===== config.mk =====
export PLATFORM = sky130hd
export DESIGN_NAME = fan_ctrl
export DESIGN_NICKNAME = d
export VERILOG_FILES = /design/src/common/board_pkg.sv /design/src/fan/fan_ctrl.sv
export SDC_FILE = /design/constraint.sdc
export NUM_CORES = 1
export LEC_CHECK = 0
export BUFFER_PORTS_ARGS = -buffer_cell sky130_fd_sc_hd__clkbuf_2
export CORE_MARGIN = 8
export CORE_UTILIZATION = 50
export DETAILED_ROUTE_END_ITERATION = 8
export GPL_TIMING_DRIVEN = 0
export PLACE_DENSITY = 0.72
export SLEW_MARGIN = 15
export SYNTH_ARGS = -nofsm -noshare
export SYNTH_HDL_FRONTEND = slang
export SYNTH_SLANG_ARGS = --single-unit

===== constraint.sdc =====
create_clock -name soc_clk -period 2.7 [get_ports soc_clk]
set_input_delay 0.135 -clock soc_clk [delete_from_list [all_inputs] [get_ports soc_clk]]
set_output_delay 0.135 -clock soc_clk [all_outputs]
set_load 0.02 [all_outputs]

===== src/common/board_pkg.sv =====
// Shared constants and types for the board glue logic

package board_pkg;

  ////////////////////////////////////////
  // Clocks
  ////////////////////////////////////////

  // SoC clock out of the clock wizard
  localparam int unsigned DefaultSocClkHz = 50_000_000;
  // RTC tick for the SoC timer
  localparam int unsigned DefaultRtcHz = 1_000_000;

  ////////////////////////////////////////
  // Boot straps
  ////////////////////////////////////////

  localparam int unsigned BootModeWidth = 2;

  // Boot source seen by the SoC after reset
  typedef logic [BootModeWidth-1:0] boot_mode_t;

  ////////////////////////////////////////
  // Fan PWM
  ////////////////////////////////////////

  localparam int unsigned FanSettingWidth = 4;
  // One PWM period has one step per nonzero switch value
  localparam int unsigned FanSteps = 15;

  // Raw value of the four fan switches
  typedef logic [FanSettingWidth-1:0] fan_setting_t;

  ////////////////////////////////////////
  // SPI host
  ////////////////////////////////////////

  localparam int unsigned SpiNumCs = 2;
  // Quad lanes, only lanes 0 and 1 are used in SD SPI mode
  localparam int unsigned SpiNumData = 4;

endpackage

===== src/fan/fan_ctrl.sv =====
// Fan PWM controller for the four speed switches
`timescale 1ns/1ps

module fan_ctrl #(
  parameter int unsigned FanPrescale = 1024
) (
  input  logic                    soc_clk,
  input  logic                    rst_n,
  input  board_pkg::fan_setting_t fan_sw_i,
  output logic                    fan_pwm_o
);

  localparam int unsigned PreWidth  = (FanPrescale > 1) ? $clog2(FanPrescale) : 1;
  localparam int unsigned StepWidth = board_pkg::FanSettingWidth;
  localparam logic [PreWidth-1:0]  PreLast  = PreWidth'(FanPrescale - 1);
  localparam logic [StepWidth-1:0] StepLast = StepWidth'(board_pkg::FanSteps - 1);

  logic [PreWidth-1:0]     pre_q;
  logic [StepWidth-1:0]    step_q;
  board_pkg::fan_setting_t setting_q;
  logic                    step_tick;
  logic                    pwm_q;

  ////////////////////////////////////////
  // Step timing
  ////////////////////////////////////////

  assign step_tick = (pre_q == PreLast);

  always_ff @(posedge soc_clk or negedge rst_n) begin
    if (!rst_n) begin
      pre_q <= '0;
    end else if (step_tick) begin
      pre_q <= '0;
    end else begin
      pre_q <= pre_q + 1'b1;
    end
  end

  // Steps 0 to 14, then back to 0
  always_ff @(posedge soc_clk or negedge rst_n) begin
    if (!rst_n) begin
      step_q <= '0;
    end else if (step_tick) begin
      step_q <= (step_q == StepLast) ? '0 : step_q + 1'b1;
    end
  end

  ////////////////////////////////////////
  // Duty cycle
  ////////////////////////////////////////

  // New setting only as the counter enters step 0
  always_ff @(posedge soc_clk or negedge rst_n) begin
    if (!rst_n) begin
      setting_q <= '0;
    end else if (step_tick && (step_q == StepLast)) begin
      setting_q <= fan_sw_i;
    end
  end

  // Registered so the fan pin never glitches
  always_ff @(posedge soc_clk or negedge rst_n) begin
    if (!rst_n) begin
      pwm_q <= 1'b0;
    end else begin
      pwm_q <= (step_q < setting_q);
    end
  end

  assign fan_pwm_o = pwm_q;

  property p_step_in_range;
    @(posedge soc_clk) disable iff (!rst_n)
      step_q < board_pkg::FanSteps;
  endproperty

  a_step_in_range : assert property (p_step_in_range)
    else $error("fan step counter out of range");

endmodule


Word level (Yosys, flattened, before mapping)
Cells that the tools add are included.

cells by class
  equality and inequality tests = 2
  mux-type cells = 2
  $add $sub $neg = 2
  reductions and logical operators = 1
  magnitude comparators = 1

operators with widths
  operator                                                          count
  10-bit by 1-bit adder with 10-bit output (second input constant)  1
  10-bit == test (second input constant)                            1
  10-bit 2-to-1 mux                                                 1
  4-bit by 1-bit adder with 4-bit output (second input constant)    1
  4-bit == test (second input constant)                             1
  4-bit less-than comparator                                        1
  4-bit 2-to-1 mux                                                  1
  1-bit logical AND                                                 1

storage, ports and cells
  register bits after elaboration = 19
  output and inout port bits = 1
  input bits = 6
  word-level logic and storage cells = 12

Longest topological paths before layout
  word-level depth = 2
  depth in mapped cells = 6
  mapped depth without buffers = 5

Worst setup path before layout
Ideal clock, no wire load.

  path kind = register to register
  start = register pre_q[0]
  end = register setting_q[0]
  buffers on the path = 0
  arrival time = 1.491 ns
  data required time = 2.575 ns
  stages on the path, launching flop included = 6
  setup slack = 1.084 ns
  clock period less this slack = 1.616 ns
  cell sequence = dfrtp_1 ha_1 and4_4 nand4_2 nor3_4 mux2_2

on the way
  word-level cells in the longest chain between the ends = 2

ends and longest elaborated chain
  item                      RTL line        source
  start: declaration        fan_ctrl.sv:18  logic [PreWidth-1:0] pre_q;
  start signal: assignment  fan_ctrl.sv:36  pre_q <= pre_q + 1'b1;
  10-bit == test            fan_ctrl.sv:28  assign step_tick = (pre_q == PreLast);
  1-bit logical AND         fan_ctrl.sv:57  end else if (step_tick && (step_q == StepLast)) begin
  end signal: assignment    fan_ctrl.sv:58  setting_q <= fan_sw_i;
  end: declaration          fan_ctrl.sv:20  board_pkg::fan_setting_t setting_q;

Every way passes these cells.
A chain may end at the register's enable or synchronous reset.

Worst setup path after layout
  start = register pre_q[0]
  end = register setting_q[2]

Same word-level chain as after synthesis.

==> impl_metrics.csv <==
group,metric,value,unit
global_routing,grt_pass1_vias,594,
timing,slew_viol_final,0,
final_layout,diodes,0,
worst_setup_path,crit_type,"flip-flop to flip-flop",
global_routing,antenna_found_initial,0,
worst_setup_path,path_cells,"ha_1, and4_4, nand4_2, nor3_4, mux2_2",
floorplanning,die-width,58.8,um
place,placed_cell_area,976,um2
timing,min_period,1.78,ns
worst_setup_path,cp_max_fo,6,
place,globalplace.congestion,0.787,
final_layout,final_cell_area,1010,um2
drt,dr.pass1.iters,4,
drt,drt-initial-drc-count,12,
clocking,cts_buffer_depth,2,
timing,fin_skew,0.00261,ns
floorplanning,initial_core_util,53.0,%
drt,ant_nets,0,
timing,fin_setup_tns,0,ns
timing,hold_viol_final,0,
clocking,clk_pin_slew,0.11,ns
clocking,cts_tree,"yes",
floorplanning,die_h,58.8,um
worst_setup_path,critPathTopFamily,"simple AND/OR/NAND/NOR gates",
final_layout,drive_above_1_share,25.3,%
worst_setup_path,rr_worst_depth,5,
run_status,status,"completed",
synthesis,syn_area_per_cell,11.4,um2
final_layout,nets,102,
global_routing,track_usage,10.7,%
timing,maxSlewHeadroom,69.5,%
timing,fmax,561,MHz
worst_setup_path,rrSetupSlack,0.92,ns
floorplanning,io_pins,7,
synthesis,synth_edf_count,0,
worst_setup_path,crit_path_max_incr_delay,0.40,ns
synthesis,synth.cell_area,915,um2
place,io_buffer_count,6,
floorplanning,row_count,15,
final_layout,fillCellCount,172,
synthesis,synthDominantCellAreaShare,52.0,%
synthesis,ys_seq_area_share,52.0,%
floorplanning,die_area,3450,um2
worst_setup_path,crit_required,2.89,ns
clocking,root_buffer,"clkbuf_4",
timing,rsz0062_at_grt,"false",
min_path,hp-class,"input port to flip-flop",
synthesis,ys_async_sr_fraction,100,%
power_and_ir_drop,leakage,0.459,nW
synthesis,synth_ff_type,"dfrtp_1",
clocking,cts_resized,0,
worst_setup_path,cp_slowest_cell,"dfrtp_1",
place,dp_hpwl,1160,um
global_routing,grt_overflow,0,
worst_setup_path,r2r_start,"pre_q[0]",
power_and_ir_drop,p_per_area,433,nW/um2
clocking,clock_latency,0.30,ns
synthesis,ys_types,27,
drt,vias,615,
synthesis,syn_inst,80,
worst_setup_path,worst_setup_path_end_kind,"flip-flop",
final_layout,seqCellArea,475,um2
power_and_ir_drop,ir_worst_vdd,294,uV
clocking,cts_buffers,3,
floorplanning,core_area,1730,um2
drt,drc,0,
worst_setup_path,worst_r2r_endpoint,"setting_q[2]",
min_path,hold_path_depth,2,
drt,vias_per_cell,5.30,
synthesis,yosysMostFrequentCell,"dfrtp_1",
timing,setup_viol,0,
timing,tightest_slew,0.457,ns
drt,wl_per_cell,13.8,um
synthesis,synth_area_leaders,"dfrtp_1 (52%), mux2_2 (6.2%), ha_1 (5.5%)",
global_routing,grt_max_degree,20,
min_path,hp-start,"fan_sw_i[3]",
synthesis,synth_nets,90,
worst_setup_path,path_buf_inv,0,
timing,finalCritPeriodShare,66.0,%
worst_setup_path,arrival,1.98,ns
final_layout,syn2layout_area_growth,10.8,%
synthesis,yosys-top-cells-count,"dfrtp_1 (19), nor2_1 (6), mux2_2 (5), nand2_1 (5), xnor2_1 (5)",
global_routing,grt_first_pass_wirelength,2790,um
worst_setup_path,startpoint_type,"flip-flop",
clocking,clkSinkCount,19,
synthesis,ys_ff_latch,19,
run,drv_cap,0,
final_layout,multi_input_area,417,um2
clocking,h-tree-depth,1,
drt,wl,1600,um
synthesis,yosys.area.top_type,"dfrtp_1",
min_path,holdPathEnd,"setting_q[3]",
synthesis,ys_warn_count,0,
==> power breakdown <==
part,switching [mW],internal (mW),leakage [nW]
Sequential,0,0.284,0.251
Combinational,0.00595,0.00348,0.190
Clock,0.0901,0.0552,0.0177
Total,0.0960,0.343,0.459
==> registers in the layout, summed over array words and instances (netlist names) <==
| signal | cells |
|---|---|
| fan_pwm_o | 1 |
| pre_q | 10 |
| setting_q | 4 |
| step_q | 4 |
==> metrics by stage <==
step	worst slack, ns	total power, mW	utilization [%]	std cells	hold slack [ns]
3_3_place_gp	0.969	0.299	56.5	111	0.109
3_5_place_dp	0.923	0.299	56.5	111	0.111
6_report	0.918	0.439	58.7	116	0.0598
4_1_cts	0.902	0.444	58.7	116	0.0559
5_1_grt	0.782	0.456	58.7	116	0.0485
2_1_floorplan	1.08	0.290	-	80	-0.161
==> cell type report <==
class	instances	area share, %
plain buffers	2	1.11
clock buffers	3	2.22
clock inverters	1	0.494
inverters	3	1.11
multi-input cells	56	41.1
flip-flops and latches	19	46.9
well taps	25	3.09
repair buffers	7	3.95
==> layout by cell type, fill, tap and decap left out <==
master / Yosys / routed
nand4_2: 1 / 1
clkbuf_4: 0 / 3
inv_1: 3 / 3
nor3_1: 1 / 1
nor2b_1: 1 / 1
and4_4: 2 / 2
clkinv_2: 0 / 1
nand3_2: 1 / 1
nor3_4: 1 / 1
clkbuf_1: 1 / 1
nor2_1: 6 / 6
or2_2: 1 / 1
ha_1: 4 / 4
nand2_1: 5 / 5
mux2_4: 1 / 1
dlygate4sd3_1: 0 / 1
a31oi_1: 2 / 2
mux2_2: 5 / 5
and2_1: 1 / 1
o21ai_0: 4 / 4
nand2b_1: 2 / 2
nand3_1: 4 / 4
nand4_1: 1 / 1
a21o_1: 2 / 2
buf_4: 1 / 1
xor2_1: 2 / 2
and3_1: 1 / 1
clkbuf_2: 0 / 6
dfrtp_1: 19 / 19
xnor2_1: 5 / 5
a21oi_1: 3 / 3
==> layer usage <==
layer	track usage [%]	wire, um	up-vias
li1	-	-	298
met4	6.14	34	0
met3	1.96	40	5
met5	0	0	-
met2	16.8	766	11
met1	13.2	754	301
==> how the worst max path moves through the flow <==
stage / startpoint / endpoint / slack (ns) / cells after the start
floorplan: pre_q[0] / setting_q[0] / 1.08 / 5
global placement: pre_q[0] / setting_q[2] / 0.97 / 5
detailed placement: pre_q[0] / setting_q[2] / 0.92 / 5
CTS: pre_q[0] / setting_q[2] / 0.90 / 5
global route: pre_q[0] / setting_q[2] / 0.78 / 5
finish: pre_q[0] / setting_q[2] / 0.92 / 5
==> cells by family after synthesis <==
family,count (synthesis),synth area share (%)
AND/OR/NAND/NOR,28,18.7
flip-flops,19,52.0
AO/OA/AOI/OAI,11,6.84
XOR/XNOR,7,6.70
multiplexers,6,7.80
buffers and inverters,5,2.46
adder cells (fa/ha/maj),4,5.47
==> repair_timing <==
| action | 4_1_cts | 5_1_grt |
|---|---|---|
| endpoints found under the hold margin | 19 | 0 |
| setup buffers | 0 | 0 |
| hold buffers | 1 | 0 |
(Power assumes the default switching activity.)
