==> config.mk <==
export PLATFORM = sky130hd
export DESIGN_NAME = sys_inputs
export DESIGN_NICKNAME = d
export VERILOG_FILES = /design/src/common/board_pkg.sv /design/src/sys_inputs.sv
export SDC_FILE = /design/constraint.sdc
export NUM_CORES = 1
export LEC_CHECK = 0
export BUFFER_PORTS_ARGS = -buffer_cell sky130_fd_sc_hd__buf_2
export CORE_AREA = 2 2 39 41
export CTS_CLUSTER_SIZE = 28
export DETAILED_ROUTE_END_ITERATION = 12
export DIE_AREA = 0 0 41 43
export GPL_ROUTABILITY_DRIVEN = 0
export PLACE_DENSITY = 0.46
export SLEW_MARGIN = 20
export SYNTH_ARGS = -nofsm -noshare
export SYNTH_HDL_FRONTEND = slang
export SYNTH_SLANG_ARGS = --single-unit
==> constraint.sdc <==
create_clock -name soc_clk -period 1.05 [get_ports soc_clk]
set_clock_uncertainty 0.15 [all_clocks]
set_input_delay 0.21 -clock soc_clk [delete_from_list [all_inputs] [get_ports soc_clk]]
set_output_delay 0.21 -clock soc_clk [all_outputs]
set_load 0.05 [all_outputs]
==> src/common/board_pkg.sv <==
// Shared constants and types for the board glue logic

package board_pkg;

  ////////////////////////////////////////
  // Clocks
  ////////////////////////////////////////

  // SoC clock out of the clock wizard
  localparam int unsigned DefaultSocClkHz = 50_000_000;
  // RTC tick for the SoC timer
  localparam int unsigned DefaultRtcHz = 1_000_000;

  ////////////////////////////////////////
  // Boot straps
  ////////////////////////////////////////

  localparam int unsigned BootModeWidth = 2;

  // Boot source seen by the SoC after reset
  typedef logic [BootModeWidth-1:0] boot_mode_t;

  ////////////////////////////////////////
  // Fan PWM
  ////////////////////////////////////////

  localparam int unsigned FanSettingWidth = 4;
  // One PWM period has one step per nonzero switch value
  localparam int unsigned FanSteps = 15;

  // Raw value of the four fan switches
  typedef logic [FanSettingWidth-1:0] fan_setting_t;

  ////////////////////////////////////////
  // SPI host
  ////////////////////////////////////////

  localparam int unsigned SpiNumCs = 2;
  // Quad lanes, only lanes 0 and 1 are used in SD SPI mode
  localparam int unsigned SpiNumData = 4;

endpackage
==> src/sys_inputs.sv <==
// System reset selection and synchronizer with boot-mode strap capture
`timescale 1ns/1ps

module sys_inputs (
  input  logic                  soc_clk,
  input  logic                  sys_rst_ni,
  input  logic                  dbg_rst_i,
  input  logic                  test_mode_i,
  input  board_pkg::boot_mode_t boot_mode_i,
  input  board_pkg::boot_mode_t dbg_boot_mode_i,
  input  logic                  dbg_boot_sel_i,
  output logic                  rst_n_o,
  output board_pkg::boot_mode_t boot_mode_o
);

  ////////////////////////////////////////
  // Reset
  ////////////////////////////////////////

  logic       rst_raw_n;
  logic [1:0] sync_q;

  // Board button or debugger can hold the system
  assign rst_raw_n = sys_rst_ni & ~dbg_rst_i;

  // Assert asynchronously, release after two edges
  always_ff @(posedge soc_clk or negedge rst_raw_n) begin
    if (!rst_raw_n) begin
      sync_q <= 2'b00;
    end else begin
      sync_q <= {sync_q[0], 1'b1};
    end
  end

  // Scan needs direct control of the reset
  assign rst_n_o = test_mode_i ? rst_raw_n : sync_q[1];

  ////////////////////////////////////////
  // Boot mode straps
  ////////////////////////////////////////

  board_pkg::boot_mode_t boot_sel;
  board_pkg::boot_mode_t boot_mode_q;

  assign boot_sel = dbg_boot_sel_i ? dbg_boot_mode_i : boot_mode_i;

  // Sampled while the system is held, frozen at release
  always_ff @(posedge soc_clk or negedge rst_raw_n) begin
    if (!rst_raw_n) begin
      boot_mode_q <= '0;
    end else if (!rst_n_o) begin
      boot_mode_q <= boot_sel;
    end
  end

  assign boot_mode_o = boot_mode_q;

  // The SoC must never see its boot source move while running
  property p_boot_mode_frozen;
    @(posedge soc_clk) disable iff (!rst_raw_n)
      (rst_n_o && $past(rst_n_o)) |-> $stable(boot_mode_o);
  endproperty

  a_boot_mode_frozen : assert property (p_boot_mode_frozen)
    else $error("boot mode changed while out of reset");

endmodule

# Word level (Yosys, flattened, before mapping)
# Cells that the tools add are included.
[classes] n_addsub=0 n_mul=0 div=0 order_cmp=0 n_eq_ne=0 shift=0 muxes=2 bitwise_logic=2 reduce_logical=0
[op_table] operator="$mux W2" count=1
[op_table] operator="$and A1 B1 Y1" count=1
[op_table] operator="$mux W1" count=1
[op_table] operator="$not A1 Y1" count=1
[word_totals] ff_bits=4 latch_bits=0 ramBits=0 mem_bits_ro=0 elab_cells=6 mem_count=0

# Logic depth before layout (Yosys ltp)
# Gate-level depths: netlist of run 1.
[logic_depth] ltp_word=3 depth_mapped=3 ltp_nobuf=3

# Least setup slack after synthesis of run 1
# Ideal clock, no wire load.
[synth_timing] kind="input to output" startpoint="in sys_rst_ni" endpoint="out rst_n_o" t_arrival_ns=0.834 required_ns=0.690 slack_ns=-0.144 path_stages=3 path_buffers=0 path_cell_list="nor2b_4 mux2i_4 inv_1"
[synth_via] elab_chain_cells=2
[synth_lines] element="start: declaration" line_no="sys_inputs.sv:6" source="input logic sys_rst_ni,"
[synth_lines] element="$and A1 B1 Y1" line_no="sys_inputs.sv:24" source="assign rst_raw_n = sys_rst_ni & ~dbg_rst_i;"
[synth_lines] element="$mux W1" line_no="sys_inputs.sv:36" source="assign rst_n_o = test_mode_i ? rst_raw_n : sync_q[1];"
[synth_lines] element="end: declaration" line_no="sys_inputs.sv:12" source="output logic rst_n_o,"
# No other way between the ends.

# Worst setup path after layout of run 1
[layout_timing] startpoint="reg sync_q[1]" endpoint="out rst_n_o"
[layout_via] elab_chain_cells=1
[layout_lines] element="start: declaration" line_no="sys_inputs.sv:21" source="logic [1:0] sync_q;"
[layout_lines] element="start signal: assignment" line_no="sys_inputs.sv:31" source="sync_q <= {sync_q[0], 1'b1};"
[layout_lines] element="$mux W1" line_no="sys_inputs.sv:36"
# No other way between the ends.

==> results.yml, run 1 <==
worst_setup_path:
  crit_path_end_kind: "primary output"
  r2r_start: "sync_q[1]"
  crit_type: "register to primary output"
  crit_path_max_fanout: 2
  crit_arrival_ns: 0.99
  r2r_end: "boot_mode_o[0]"
  slowest_stage: "dfrtp_1"
  crit_path_start_kind: "register"
  max_stage_delay_ns: 0.39
  path_cells: "mux2i_4, inv_1, buf_6"
  cp.required_ns: 0.69
  r2r_slack_ns: -0.21
  reg2reg_depth: 3
die:
  die_x_um: 41
  die_area_um2: 1763
  row_count: 14
  core_um2: 1384
  initial_utilization_pct: 14.20
  die_y_um: 43
  io_pins: 12
flow_run:
  maxCapViolCount: 0
cts:
  clock_sinks: 4
  clock_latency_ns: 0.24
  clockBufferDepth: 2
  htree_levels: 1
  clockRootBuffer: "clkbuf_4"
  cts_buffers: 3
  cts_tree: "yes"
  clk_pin_slew_ns: 0.04
status:
  outcome: "finished with violations"
  violations: "setup timing"
detailed_routing:
  drt_first_pass_iters: 2
  drt_iter0_markers: 1
  wirelength_um: 431
  vias_per_cell: 3.356
  routedWlPerCell_um: 9.578
  drc: 0
  ant_nets: 0
  vias: 151
layout:
  syn_to_final_growth_pct: 73.25
  n_fill_cell: 145
  layout-drive-gt1-share_pct: 82.76
  layout_common_cells: "8 x buf_2, 3 x clkbuf_4, 3 x buf_6"
  fin_nets: 40
  layout_commonest_cell: "buf_2"
  n_antenna_cell: 0
synth:
  syn-cell-area_um2: 196.4
  postSynthAreaPerCell_um2: 16.37
  synthSimpleGateAreaFrac_pct: 7.006
  synth_seq_area_share_pct: 50.96
  yosys_warnings: 0
  syn_inst: 12
  synth_xor_area_share_pct: 0
  synth-compound-area-share_pct: 0
  synth.distinct_cells: 7
  synth-seq-cells: 4
  synth_top_family_by_area: "multiplexers"
  synthMuxAreaShare_pct: 38.22
  synth_fa_ha_area_share_pct: 0
  synth_fp_nets: 21
sta:
  rsz0062_at_grt: "yes"
  tns_ns: -0.9112
  fin_crit_sh_pct: 128.8
  maxSlewViolCount: 0
  max_freq_mhz: 739.3
  final-hold-violation-count: 0
  setup_viol: 5
  setup_slack_ns: -0.3026
  finalCriticalPeriod_ns: 1.353
global_route:
  grt_pass1_wl_um: 627
  grt_usage_pct: 6.673
  antenna_found_initial: 0
  grt_max_degree: 5
  overflow: 0
  grt_pass1_vias: 159
min_path:
  whs_path_depth: 3
  holdCritStartpoint: "boot_mode_i[1]"
  holdPathEnd: "boot_mode_o[1]"
  hold_class: "input port to register"
power:
  p_per_area_nw_per_um2: 1546
  leakage_uw: 0.0001725
  peakVddDrop_v: 0.0007815
place:
  dp_hpwl_um: 318.3
  port_buffers: 11
  place_ws_ns: -0.1890
## report_power, final
group	internal, uW	switching, uW	leakage, uW
Combinational	74.8	77.2	0.000112
Clock	128	64.1	0.0000138
Sequential	171	10.7	0.0000467
Total	374	152	0.000173
## metrics by stage
step	power (uW)	util, %	hold WS, ns	cells	area, um^2
finish	526.1	24.59	0.1909	45	340.3
global route	566.0	24.59	0.1806	45	340.3
floorplan	269.8	-	-0.1217	12	198.9
CTS	537.1	24.59	0.1836	45	340.3
global placement	305.3	20.34	0.1334	40	281.5
detailed placement	309.3	20.34	0.1438	40	281.5
## critical path: cells and delay by family (launching register included)
kind	cells	cell delay, ns
flops	1	0.39
buf+inv	2	0.22
mux	1	0.15
## how the worst max path moves through the flow
stage                   end  cells after the start  startpoint  slack (ns)
floorplan           rst_n_o                      3  sys_rst_ni       -0.14
global placement    rst_n_o                      5  sys_rst_ni       -0.18
detailed placement  rst_n_o                      5  sys_rst_ni       -0.19
CTS                 rst_n_o                      3   sync_q[1]       -0.31
global route        rst_n_o                      3   sync_q[1]       -0.35
finish              rst_n_o                      3   sync_q[1]       -0.30
## flip-flops by register name (all words and copies together) (netlist names)
signal / flops
boot_mode_o: 2
sync_q: 2
## per-layer routing
metal | GRT usage, % | part of all wire [%] | vias to the layer above
li1 | - | - | 72
met1 | 5.921 | 43 | 62
met2 | 7.500 | 36 | 15
met3 | 7.853 | 19 | 2
met4 | 6.000 | 1.9 | 0
met5 | 0 | 0 | -
## cell type report
| class | count | area, um^2 | share of cell area [%] |
|---|---|---|---|
| clock buffer | 3 | 22.52 | 6.618 |
| inverter | 1 | 3.754 | 1.103 |
| multi-input combinational | 7 | 92.59 | 27.21 |
| sequential | 4 | 102.6 | 30.15 |
| tap | 16 | 20.02 | 5.882 |
| timing repair buffer | 14 | 98.84 | 29.04 |
## cells by family after synthesis
family | after synthesis
AND/OR/NAND/NOR | 1
flip-flops | 4
other | 1
buffers and inverters | 1
multiplexers | 5
## timing repair
item | 4_1_cts | 5_1_grt
endpoints found under the setup margin | 5 | 5
endpoints found under the hold margin | 4 | 0
gates resized for setup | 6 | 0
hold buffers | 1 | 0
setup buffers | 1 | 0
cloned | 0 | 0
## synthesized netlist by cell type
master	n	area share (%)
mux2_2	2	11
inv_1	1	1.9
dfrtp_1	4	51
conb_1	1	1.9
mux2i_4	1	11
nor2b_4	1	7.0
mux2_4	2	15
Power figures use the tool's default switching activity.
==> run 2, diff against run 1 <==
- ABC_AREA: unset -> 1
==> results.yml, run 2 <==
status:
  outcome: "finished with violations"
  violations: "setup timing"
worst_setup_path:
  crit_arrival_ns: 0.87
  crit_path_end_kind: "primary output"
  reg2reg_depth: 5
  crit_type: "register to primary output"
  crit_path_start_kind: "register"
  crit_path_max_fanout: 2
  cp.required_ns: 0.69
cts:
  clock_sinks: 4
  cts_setup_buffers: 0
  htree_levels: 1
  clockBufferDepth: 2
  cts_buffers: 3
  clk_pin_slew_ns: 0.04
  clockRootBuffer: "clkbuf_4"
  cts_tree: "yes"
  clock_latency_ns: 0.23
place:
  dp_hpwl_um: 334.9
  port_buffers: 11
  place_ws_ns: -0.08416
layout:
  fin_nets: 55
  seqCellArea_um2: 100.1
  layout_commonest_cell: "nand2_1"
  multi_input_area_um2: 80.08
  n_fill_cell: 164
  layout_common_cells: "10 x nand2_1, 8 x buf_2, 4 x inv_1, 4 x dfrtp_1"
  layout-drive-gt1-share_pct: 47.73
  final_util_pct: 25.86
  syn_to_final_growth_pct: 85.71
  n_antenna_cell: 0
synth:
  synth-seq-cells: 4
  synth_common_cells: "10 x nand2_1, 4 x dfrtp_1, 4 x inv_1"
  async_flop_share_pct: 100.0
  synth-edff-count: 0
  synth_fp_nets: 34
  synth_seq_area_share_pct: 51.95
  synth_ff_type: "dfrtp_1"
  synth_most_common_cell: "nand2_1"
  yosys.area.top_type_share_pct: 51.95
  synth.distinct_cells: 8
  synth.top_cells.by_area: "dfrtp_1 52%, nand2_1 19%, inv_1 7.8%, nand2_2 6.5%, nand3_1 5.2%"
  syn-cell-area_um2: 192.7
  yosysTopAreaCell: "dfrtp_1"
  postSynthAreaPerCell_um2: 7.707
  syn_inst: 25
  yosys_warnings: 0
sta:
  maxSlewViolCount: 0
  finalCriticalPeriod_ns: 1.234
  fin_crit_sh_pct: 117.5
  rsz0062_at_grt: "yes"
  setup_viol: 3
  max_freq_mhz: 810.4
  final-hold-violation-count: 0
  setup_slack_ns: -0.1840
power:
  leakage_uw: 0.0002073
  p_total_uw: 498.7
  p_per_area_nw_per_um2: 1394
  peakVddDrop_v: 0.0004280
min_path:
  hold_class: "input port to register"
  whs_path_depth: 5
die:
  initial_utilization_pct: 13.92
  row_count: 14
  die_x_um: 41
  die_y_um: 43
  io_pins: 12
  core_um2: 1384
  die_area_um2: 1763
detailed_routing:
  vias_per_cell: 3.550
  vias: 213
  drt_first_pass_iters: 4
  drt_iter0_markers: 2
  routedWlPerCell_um: 6.733
  drc: 0
  wirelength_um: 404
  ant_nets: 0
global_route:
  antenna_found_initial: 0
  grt_usage_pct: 5.847
  grt_pass1_wl_um: 621
  grt_pass1_vias: 191
  overflow: 0
  grt_max_degree: 5
flow_run:
  maxCapViolCount: 0
-- run 2: cell types whose count changed after synthesis, sizes merged, moves of 3 or more --
cell   change
nand2     +12
inv        +3
nand3      +3
mux2       -4
-- run 2: kinds of logic (layout without fill, tap and decap cells) --
logic type / after synthesis / after routing / synth area share (%)
AND/OR/NAND/NOR: 16 / 16 / 38.31
other: 1 / 1 / 1.946
buffers and inverters: 4 / 23 / 7.790
flip-flops: 4 / 4 / 51.95
-- run 2: worst max-delay path: stages (launching register included) --
cell	delay (ns)
dfrtp_1	0.36
nand2_2	0.07
nand2_2	0.06
buf_8	0.15
-- run 2: path summary, 6_finish.rpt --
path / startpoint / endpoint / slack [ns]
worst min-delay path: boot_mode_i[1] / boot_mode_o[1] / 0.16
min in group asynchronous: sys_rst_ni / sync_q[1] / 0.32
worst max-delay path: sync_q[1] / rst_n_o / -0.18
max in group asynchronous: dbg_rst_i / boot_mode_o[0] / 0.22
worst max register to register: sync_q[1] / boot_mode_o[0] / 0.06
worst min register to register: sync_q[0] / sync_q[1] / 0.19
-- run 2: per-stage QoR --
step	area (um^2)	std cells	setup TNS (ns)	hold slack (ns)
final	357.8	60	-0.3246	0.1557
after global routing	357.8	60	-0.3978	0.2044
after CTS	355.3	60	-0.3727	0.1565
after detailed placement	290.3	55	-0.08416	0.07980
after global placement	290.3	55	-0.08185	0.06910
after floorplan	192.7	25	0	-0.08456
-- run 2: area by class of cell --
type / instances / area share, %
repair buffers: 16 / 33.57
flip-flops and latches: 4 / 27.97
multi-input cells: 17 / 22.38
clock buffers: 3 / 6.294
well taps: 16 / 5.594
inverters: 4 / 4.196
-- run 2: report_power, final --
| group | switching, uW | internal (uW) | total (uW) |
|---|---|---|---|
| Clock | 57.0 | 127 | 184 |
| Combinational | 79.2 | 59.8 | 139 |
| Sequential | 7.02 | 168 | 175 |
| Total | 143 | 356 | 499 |
-- run 2: repair_timing --
action,CTS,global route
hold buffers,2,0
gates resized for setup,7,1
hold endpoints to repair,4,0
gates cloned,0,0
endpoints found under the setup margin,3,8
pin swaps,2,1
-- run 2: metal layers --
layer  GRT usage (%)  part of all wire [%]  vias up
met2           9.063                    56        8
li1                -                     -      110
met3           1.571                   8.7        0
met4           8.000                     0        0
met1           4.560                    35       95
met5               0                     0        -
