### src/rtc_divider.sv
// RTC clock divider from the SoC clock
`timescale 1ns/1ps

module rtc_divider #(
  parameter int unsigned SocClkHz = 50_000_000,
  parameter int unsigned RtcHz    = 1_000_000
) (
  input  logic soc_clk,
  input  logic rst_n,
  output logic rtc_o
);

  // Cycles per half RTC period
  localparam int unsigned HalfPeriod = SocClkHz / (2 * RtcHz);
  localparam int unsigned CntWidth   = (HalfPeriod > 1) ? $clog2(HalfPeriod) : 1;
  localparam logic [CntWidth-1:0] CntLast = CntWidth'(HalfPeriod - 1);

  logic [CntWidth-1:0] cnt_q;
  logic                rtc_q;
  logic                wrap;

  assign wrap = (cnt_q == CntLast);

  always_ff @(posedge soc_clk or negedge rst_n) begin
    if (!rst_n) begin
      cnt_q <= '0;
      rtc_q <= 1'b0;
    end else if (wrap) begin
      cnt_q <= '0;
      rtc_q <= ~rtc_q;
    end else begin
      cnt_q <= cnt_q + 1'b1;
    end
  end

  assign rtc_o = rtc_q;

  // A counter past the wrap value would stretch the RTC period
  property p_cnt_in_range;
    @(posedge soc_clk) disable iff (!rst_n)
      cnt_q <= CntLast;
  endproperty

  a_cnt_in_range : assert property (p_cnt_in_range)
    else $error("RTC counter out of range");

endmodule

### config.mk
export PLATFORM = sky130hd
export DESIGN_NAME = rtc_divider
export DESIGN_NICKNAME = d
export VERILOG_FILES = /design/src/rtc_divider.sv
export SDC_FILE = /design/constraint.sdc
export NUM_CORES = 1
export LEC_CHECK = 0
export BUFFER_PORTS_ARGS = -buffer_cell sky130_fd_sc_hd__buf_2
export CAP_MARGIN = 20
export CELL_PAD_IN_SITES_DETAIL_PLACEMENT = 0
export CELL_PAD_IN_SITES_GLOBAL_PLACEMENT = 1
export CORE_AREA = 2 2 39 41
export DETAILED_ROUTE_END_ITERATION = 10
export DIE_AREA = 0 0 41 43
export PLACE_DENSITY_LB_ADDON = 0.1
export SYNTH_ARGS = -nofsm -noshare
export SYNTH_HDL_FRONTEND = slang
export SYNTH_SLANG_ARGS = --single-unit
### constraint.sdc
create_clock -name soc_clk -period 1.2 [get_ports soc_clk]
set_input_delay 0.24 -clock soc_clk [delete_from_list [all_inputs] [get_ports soc_clk]]
set_output_delay 0.24 -clock soc_clk [all_outputs]
set_load 0.1 [all_outputs]
Word-level counts from Yosys, hierarchy flattened
Cells that the tools add are included.
W data, S select, Z words.
{"block": "word_totals", "reg_bits": 6, "input_bits": 2, "out_inout_bits": 1, "wordCells": 6}
{"block": "classes", "n_addsub": 1, "eq_ne": 1, "mux": 1, "bitwise_logic": 1}
{"op": "$add A5 B1 Y5 const B", "count": 1}
{"op": "$eq A5 B5 Y1 const B", "count": 1}
{"op": "$mux W5", "count": 1}
{"op": "$not A1 Y1", "count": 1}

Longest topological paths before layout
Gate-level depths: netlist of the first run.
{"block": "logic_depth", "word_depth": 2, "depth_mapped": 5, "mapped_depth_nobuf": 5}

Worst setup path after synthesis of the first run
Ideal clock, no wire load.
{"block": "synth_path", "path_kind": "register to register", "startpoint": "reg rtc_q (netlist: rtc_o)", "endpoint": "reg rtc_q (netlist: rtc_o)", "setup_time_ns": 0.158, "t_arrival_ns": 1.050, "required_time_ns": 1.042, "path_slack_ns": -0.008, "stages_incl_launch_ff": 2, "path_buffers": 0, "synth_period_minus_slack_ns": 1.208, "cell_sequence": "dfrtp_1 > xnor2_1"}
{"block": "synth_via", "elab_chain_cells": 1}
{"item": "start: declaration", "line": "19", "text": "logic rtc_q;"}
{"item": "start signal: assignment", "line": "30", "text": "rtc_q <= ~rtc_q;"}
{"item": "$not A1 Y1", "line": "30"}
No other way between the ends.
A chain may end at the register's enable or synchronous reset.

Final worst setup path of the first run
{"block": "layout_path", "startpoint": "reg cnt_q[0]", "endpoint": "reg cnt_q[4]"}
{"block": "layout_via", "elab_chain_cells": 2, "word_cells_on_any_way": 3, "classes_between": "add/sub: 1; eq/ne: 1; mux: 1"}
{"item": "start: declaration", "line": "18", "text": "logic [CntWidth-1:0] cnt_q;"}
{"item": "start signal: assignment", "line": "32", "text": "cnt_q <= cnt_q + 1'b1;"}
{"item": "$add A5 B1 Y5 / $eq A5 B5 Y1 (equally long branches)", "line": "32, 22"}
{"item": "$mux W5 (*)", "line": "28", "text": "end else if (wrap) begin"}
Mark *: on every way between the ends. The rest lies on a longest branch, timed or not.

==> flow_summary.json, run 1 <==
{
  "grt_pass1_vias": 211,
  "gp_congestion": 0.673,
  "fin_area_sq_um": 368,
  "areaGrowthSynthToFinish_pct": 30.1,
  "die_h_microns": 43,
  "synth_edf_count": 0,
  "place.port_buffers": 2,
  "drc": 0,
  "finalCritPeriodShare": 0.934,
  "endpoint_kind": "register",
  "cp.required_ps": 1330,
  "clk_latency_ps": 240,
  "routed_wl_microns": 481,
  "slowest_stage": "dfrtp_1",
  "htreeDepth": 1,
  "synth_area_sq_um": 283,
  "yosysMostFrequentCell": "dfrtp_1",
  "max_freq_ghz": 0.892,
  "synth_area_leader_cell": "dfrtp_1",
  "p_comb_frac": 0.019,
  "swShare": 0.194,
  "async_flop_share": 1.00,
  "p_int_mw": 0.332,
  "synth.avg_cell_area_sq_um": 10.5,
  "yosysSeqAreaShare": 0.531,
  "synth_flop_cell": "dfrtp_1",
  "rrSetupSlack_ps": 80,
  "cts_root_buffer": "clkbuf_4",
  "cts_tree": "built",
  "synthTopCellsByArea": "dfrtp_1, ha_1, nand3_1",
  "setup_viol": 0,
  "grt_pass1_wl_microns": 876,
  "cts_buffers": 3,
  "critPathMaxFanout": 5,
  "ir_worst_vdd_mv": 0.390,
  "initial_core_util": 0.204,
  "status": "complete, no violations",
  "dp_hpwl_microns": 358,
  "dpl_cell_area_sq_um": 329,
  "synth_warnings": 0,
  "coreArea_sq_um": 1380,
  "grt_start_max_net_pins": 7,
  "yosys.area.top_type_share": 0.531,
  "synthesis.nets": 31,
  "gr-total-overflow": 0,
  "grt_setup_unrepaired": "false",
  "synth_cells": 27,
  "avgViaCountPerCell": 4.02,
  "fp.dieArea_sq_um": 1760,
  "grt_antenna_before_repair": 0,
  "path_cells": "inv_1 > ha_2 > o21ai_0 > a22o_1",
  "num_vias": 201,
  "hold_viol_final": 0,
  "critical_path_class": "reg2reg",
  "power_frac_seq": 0.492,
  "drive_above_1_share": 0.235,
  "maxSlewViolCount": 0,
  "drv_cap": 0,
  "drtIter0Drc": 3,
  "p_switching_mw": 0.0800,
  "p_leak_nw": 0.174,
  "fin_worst_skew_ps": 4.43,
  "clkSinkCount": 6,
  "final.setup.tns_ps": 0,
  "synthDistinctLibCells": 12,
  "timing.rr.start": "cnt_q[0]$_DFF_PN0_",
  "clk_pin_slew_ps": 50,
  "cp-start-kind": "register",
  "p_per_area_nw_per_um2": 1120,
  "fp.dieW_microns": 41,
  "synth_common_cells": "dfrtp_1, nand2_1, inv_1, nand3_1, o21ai_0",
  "tightest_slew_ps": 187,
  "num_rows": 14,
  "grt_use_total": 0.0817,
  "critPathLaunch": "cnt_q[0]$_DFF_PN0_",
  "hold_path.class": "in2async",
  "min_period_ps": 1120,
  "rr_endpoint": "cnt_q[4]$_DFF_PN0_",
  "crit_end": "cnt_q[4]$_DFF_PN0_",
  "synth_seq_cells": 6,
  "pin_count": 3,
  "wl_per_cell_microns": 9.62,
  "antenna_cells": 0,
  "firstDrtPassIters": 2,
  "postCtsSetupRepairBufs": 0,
  "fin_nets": 39,
  "antenna_left": 0,
  "clkPwrFrac": 0.489,
  "arrival_ps": 1250,
  "critPathMaxStageDelay_ps": 400,
  "ff2ff_path_depth": 4,
  "max_slew_margin": 0.875,
  "cts_buffer_depth": 2
}
critical path, delay by kind of cell, from the launching register on:
| kind | cells | cell delay (ps) |
|---|---|---|
| AOI/OAI and AO/OA | 2 | 320 |
| buffers and inverters | 1 | 70 |
| adders and majority gates | 1 | 200 |
| DFF | 1 | 400 |
what timing repair did:
action | in CTS | in global routing
endpoints found under the hold margin | 6 | 0
resized for setup | 0 | 1
endpoints found under the setup margin | 0 | 1
hold buffers | 1 | 0
cells in the final DEF (no fill, tap or decap):
master         Yosys  final
a22o_1             1      1
a31oi_1            1      1
and2b_2            1      1
buf_12             0      1
buf_2              0      1
clkbuf_1           0      1
clkbuf_4           0      3
dfrtp_1            6      5
dfrtp_2            0      1
dlygate4sd3_1      0      1
ha_1               2      1
ha_2               0      1
inv_1              3      3
mux2i_1            1      1
nand2_1            4      4
nand3_1            3      3
o21ai_0            3      3
xnor2_1            1      1
xor2_1             1      1
stage by stage:
step,std cells,worst slack [ps],total power [mW],hold WS [ps],utilization
global route,50,4.38,0.448,366,0.266
floorplan,27,142,0.206,-55.6,-
detailed placement,45,71.6,0.212,75.1,0.238
global placement,45,87.5,0.212,77.5,0.238
CTS,50,49.7,0.429,349,0.264
finish,50,79.5,0.412,357,0.266
state kept, by name, summed over array words and instances (netlist names):
register,count
cnt_q,5
rtc_o,1
power by group through the flow:
| stage | Clock, mW | Sequential [mW] | Combinational, mW |
|---|---|---|---|
| after floorplan | 0 | 0.206 | 0.0000000714 |
| after global placement | 0 | 0.206 | 0.00572 |
| after detailed placement | 0 | 0.206 | 0.00556 |
| after CTS | 0.218 | 0.203 | 0.00814 |
| after global routing | 0.236 | 0.202 | 0.00939 |
| final | 0.202 | 0.203 | 0.00767 |
worst min-delay path by stage:
| stage | endpoint |
|---|---|
| after global placement | cnt_q[4]$_DFF_PN0_ |
| after detailed placement | cnt_q[0]$_DFF_PN0_ |
| final | cnt_q[0]$_DFF_PN0_ |
| after global routing | cnt_q[0]$_DFF_PN0_ |
| after CTS | cnt_q[0]$_DFF_PN0_ |
| after floorplan | cnt_q[0]$_DFF_PN0_ |
cell families (layout without fill, tap and decap cells):
logic type,Yosys count,after routing,synth area share
compound gates,5,5,0.106
buf+inv,3,10,0.0398
xor+xnor,2,2,0.0620
mux,1,1,0.0354
flops,6,6,0.531
fa+ha+maj,2,2,0.0885
simple gates,8,8,0.137
layer usage:
layer,vias to the layer above,global-route usage,part of all wire
met5,-,0,0
met4,0,0.100,0
met3,0,0.0314,0.048
met2,3,0.0969,0.47
met1,94,0.0948,0.48
li1,104,-,-
area by class of cell:
cell class / instances / area [sq um]
clock buffer: 4 / 26.3
multi-input combinational: 18 / 124
timing repair buffer: 3 / 35.0
sequential: 6 / 151
tap: 16 / 20.0
inverter: 3 / 11.3
fill: 148 / 1020
No activity file was read; power rests on OpenSTA's default activity.
==> inputs of run 2 (changes only) <==
- RECOVER_POWER: default -> 25
==> flow_summary.json, run 2 (synthesis gave the netlist of run 1 again) <==
{
  "wl_met2_microns": 227,
  "grt_pass1_vias": 211,
  "clk_pin_slew_ps": 50,
  "coreArea_sq_um": 1380,
  "clk_latency_ps": 240,
  "p_leak_nw": 0.171,
  "top_register": "cnt_q",
  "hold_path.class": "in2async",
  "finalCritPeriodShare": 0.934,
  "cts_tree": "built",
  "dp_hpwl_microns": 358,
  "crit_end": "cnt_q[4]$_DFF_PN0_",
  "largest_reg_flops": 5,
  "critPathMaxFanout": 5,
  "slowest_stage": "dfrtp_1",
  "drv_cap": 0,
  "cts_buffer_depth": 2,
  "drive_above_1_share": 0.206,
  "critPathLaunch": "cnt_q[0]$_DFF_PN0_",
  "status": "complete, no violations",
  "grt_antenna_before_repair": 0,
  "fp.dieW_microns": 41,
  "grt_pass1_wl_microns": 876,
  "clkSinkCount": 6,
  "cp-start-kind": "register",
  "cts_root_buffer": "clkbuf_4",
  "max_slew_margin": 0.774,
  "antenna_cells": 0,
  "ff2ff_path_depth": 4,
  "maxSlewViolCount": 0,
  "tightest_slew_ps": 339,
  "num_vias": 201,
  "avgViaCountPerCell": 4.02,
  "fin_worst_skew_ps": 4.43,
  "wl_per_cell_microns": 9.58,
  "cp.required_ps": 1330,
  "grt_setup_unrepaired": "false",
  "num_rows": 14,
  "timing.rr.start": "cnt_q[0]$_DFF_PN0_",
  "grt_use_total": 0.0817,
  "grt_start_max_net_pins": 7,
  "final_cell_mix": "dfrtp_1, nand2_1",
  "drtIter0Drc": 3,
  "endpoint_kind": "register",
  "fin_area_sq_um": 367,
  "drc": 0,
  "rrSetupSlack_ps": 80,
  "routed_wl_microns": 479,
  "cts_buffers": 3,
  "fin_nets": 39,
  "dpl_cell_area_sq_um": 329,
  "pin_count": 3,
  "p_per_area_nw_per_um2": 1120,
  "critical_path_class": "reg2reg",
  "top_layer": "met3",
  "arrival_ps": 1250,
  "ir_worst_vdd_mv": 0.390,
  "wirelength_met1_microns": 227,
  "gp_congestion": 0.673,
  "rr_endpoint": "cnt_q[4]$_DFF_PN0_",
  "hold_viol_final": 0,
  "wl_met3_microns": 23,
  "critPathMaxStageDelay_ps": 400,
  "gr-total-overflow": 0,
  "firstDrtPassIters": 2,
  "fp.dieArea_sq_um": 1760,
  "path_cells": "inv_1 > ha_2 > o21ai_0 > a22o_1",
  "setup_viol": 0,
  "areaGrowthSynthToFinish_pct": 29.6,
  "min_period_ps": 1120,
  "initial_core_util": 0.204,
  "die_h_microns": 43,
  "max_freq_ghz": 0.892,
  "htreeDepth": 1,
  "antenna_left": 0,
  "place.port_buffers": 2,
  "final.setup.tns_ps": 0,
  "fillers": 148,
  "final_common_cell": "dfrtp_1"
}
run 2: changes by cell type in the layout (fill, tap and decap cells not counted), sizes merged:
cell    previous run  this run
clkbuf             4         5
buf                2         1
run 2: repair_timing:
action / CTS / global route
hold buffers: 1 / 0
setup endpoints to repair: 0 / 1
endpoints found under the hold margin: 6 / 0
resized for setup: 0 / 1
buffers inserted: 0 / 0
run 2: per-stage QoR:
step | hold WS, ps | setup slack, ps | cells | util | total power [mW]
2_1_floorplan | -55.6 | 142 | 27 | - | 0.206
3_3_place_gp | 77.5 | 87.5 | 45 | 0.238 | 0.212
3_5_place_dp | 75.1 | 71.6 | 45 | 0.238 | 0.212
4_1_cts | 349 | 49.7 | 50 | 0.264 | 0.429
5_1_grt | 451 | 4.38 | 50 | 0.265 | 0.448
6_report | 411 | 79.5 | 50 | 0.265 | 0.412
run 2: layout make-up:
cell class | count | area, sq um | share of cell area
flip-flops and latches | 6 | 151 | 0.413
repair buffers | 3 | 33.8 | 0.0922
well taps | 16 | 20.0 | 0.0546
inverters | 3 | 11.3 | 0.0307
multi-input cells | 18 | 124 | 0.338
clock buffers | 4 | 26.3 | 0.0717
run 2: report_power, final:
group	switching (mW)	internal [mW]
clock network	0.0757	0.126
logic	0.00436	0.00283
registers	0	0.203
total	0.0800	0.332
run 2: worst max-delay path, delay by kind of cell (launching register included):
kind                       cells  cell delay [ps]
AOI/OAI and AO/OA              2              320
adders and majority gates      1              200
buffers and inverters          1               70
DFF                            1              400
run 2: worst min-delay path by stage:
stage,depth (start not counted),slack (ps),start,endpoint
2_1_floorplan,0,-60,rst_n,cnt_q[0]$_DFF_PN0_
6_report,2,410,rst_n,cnt_q[0]$_DFF_PN0_
3_3_place_gp,1,80,rst_n,cnt_q[4]$_DFF_PN0_
5_1_grt,2,450,rst_n,cnt_q[0]$_DFF_PN0_
3_5_place_dp,1,80,rst_n,cnt_q[0]$_DFF_PN0_
4_1_cts,2,350,rst_n,cnt_q[0]$_DFF_PN0_
run 2: routing by layer:
metal	vias up	GRT usage
met1	94	0.0948
met2	3	0.0969
met3	0	0.0314
met5	-	0
li1	104	-
met4	0	0.100
==> inputs of run 3 (changes only) <==
- REMOVE_ABC_BUFFERS: default -> 1
==> flow_summary.json, run 3 (synthesis gave the netlist of run 1 again) <==
{
  "slowest_stage": "dfrtp_1",
  "p_comb_frac": 0.018,
  "final_cell_mix": "dfrtp_1, nand2_1",
  "num_rows": 14,
  "gr-total-overflow": 0,
  "postCtsSetupRepairBufs": 0,
  "max_freq_ghz": 0.902,
  "grt_antenna_before_repair": 0,
  "final_common_cell": "dfrtp_1",
  "endpoint_kind": "register",
  "hold_viol_final": 0,
  "top_register": "cnt_q",
  "fp.dieArea_sq_um": 1760,
  "initial_core_util": 0.204,
  "cts_root_buffer": "clkbuf_4",
  "fin_worst_skew_ps": 6.13,
  "critPathMaxFanout": 5,
  "cts_buffer_depth": 2,
  "place_ws_ps": 46.2,
  "fin_ws_ps": 91.9,
  "gp_congestion": 0.672,
  "final.setup.tns_ps": 0,
  "antenna_left": 0,
  "wl_per_cell_microns": 10.4,
  "p_int_mw": 0.319,
  "hold_path.class": "in2async",
  "rr_endpoint": "cnt_q[4]$_DFF_PN0_",
  "p_leak_nw": 0.172,
  "cts_tree": "built",
  "avgViaCountPerCell": 4.29,
  "num_vias": 210,
  "status": "complete, no violations",
  "dp_cells": 45,
  "drv_cap": 0,
  "min_period_ps": 1110,
  "rrSetupSlack_ps": 90,
  "critical_path_class": "reg2reg",
  "fin_nets": 39,
  "timing.rr.start": "cnt_q[0]$_DFF_PN0_",
  "swShare": 0.197,
  "cp.required_ps": 1320,
  "htreeDepth": 1,
  "coreArea_sq_um": 1380,
  "setup_viol": 0,
  "ir_worst_vdd_mv": 0.473,
  "drive_above_1_share": 0.182,
  "clk_latency_ps": 240,
  "maxSlewViolCount": 0,
  "critPathMaxStageDelay_ps": 400,
  "grt_pass1_vias": 213,
  "die_h_microns": 43,
  "largest_reg_flops": 5,
  "tightest_slew_ps": 329,
  "max_slew_margin": 0.781,
  "cp-start-kind": "register",
  "arrival_ps": 1230,
  "clkSinkCount": 6,
  "clk_pin_slew_ps": 50,
  "antenna_cells": 0,
  "areaGrowthSynthToFinish_pct": 31.4,
  "pin_count": 3,
  "drtIter0Drc": 5,
  "grt_use_total": 0.0847,
  "grt_pass1_wl_microns": 952,
  "drc": 0,
  "clkPwrFrac": 0.471,
  "routed_wl_microns": 512,
  "p_switching_mw": 0.0784,
  "ff2ff_path_depth": 4,
  "place.port_buffers": 2,
  "path_cells": "inv_1 > ha_4 > o21ai_0 > a22o_1",
  "grt_setup_unrepaired": "false",
  "fp.dieW_microns": 41,
  "finalCritPeriodShare": 0.923,
  "firstDrtPassIters": 5,
  "cts_buffers": 3,
  "p_per_area_nw_per_um2": 1070,
  "fin_cells": 49,
  "grt_start_max_net_pins": 7,
  "power_frac_seq": 0.511
}
## run 3: power groups by stage
stage	Sequential, mW	Clock, mW	Combinational [mW]
final	0.203	0.187	0.00719
after global routing	0.202	0.206	0.00864
after CTS	0.203	0.196	0.00812
after detailed placement	0.206	0	0.00546
after global placement	0.206	0	0.00563
after floorplan	0.206	0	0.0000000714
## run 3: metrics by stage
step	hold WS, ps	utilization	instance area, sq um	power [mW]
6_report	415	0.269	372	0.397
5_1_grt	462	0.269	372	0.417
4_1_cts	362	0.260	360	0.407
3_5_place_dp	73.7	0.237	328	0.211
3_3_place_gp	76.0	0.237	328	0.212
2_1_floorplan	-55.6	-	283	0.206
## run 3: routing by layer
layer	share of wire	global-route usage	vias to the layer above	routed length [microns]
met5	0	0	-	0
met4	0	0.0600	0	0
met3	0.045	0.0314	0	23
met2	0.50	0.0938	3	254
met1	0.46	0.127	103	234
li1	-	-	104	-
## run 3: worst max-delay path by stage
stage / start / endpoint / depth (start not counted)
2_1_floorplan: rtc_o$_DFFE_PN0N_ / rtc_o$_DFFE_PN0N_ / 1
3_3_place_gp: cnt_q[0]$_DFF_PN0_ / cnt_q[4]$_DFF_PN0_ / 4
3_5_place_dp: cnt_q[0]$_DFF_PN0_ / cnt_q[4]$_DFF_PN0_ / 4
4_1_cts: cnt_q[0]$_DFF_PN0_ / cnt_q[4]$_DFF_PN0_ / 4
5_1_grt: cnt_q[0]$_DFF_PN0_ / cnt_q[4]$_DFF_PN0_ / 4
6_report: cnt_q[0]$_DFF_PN0_ / cnt_q[4]$_DFF_PN0_ / 4
## run 3: critical path: cells and delay by family (launching register included)
kind	cells	cell delay, ps
DFF	1	400
AOI/OAI and AO/OA	2	310
adders and majority gates	1	170
buffers and inverters	1	110
## run 3: area by class of cell
type	instances	area (sq um)
clock buffer	3	22.5
fill	148	1010
inverter	3	11.3
multi-input combinational	18	134
sequential	6	150
tap	16	20.0
timing repair buffer	3	33.8
## run 3: what timing repair did
item	CTS	global route
hold buffers	1	0
setup endpoints to repair	0	1
resized for setup	0	2
hold endpoints to repair	6	0
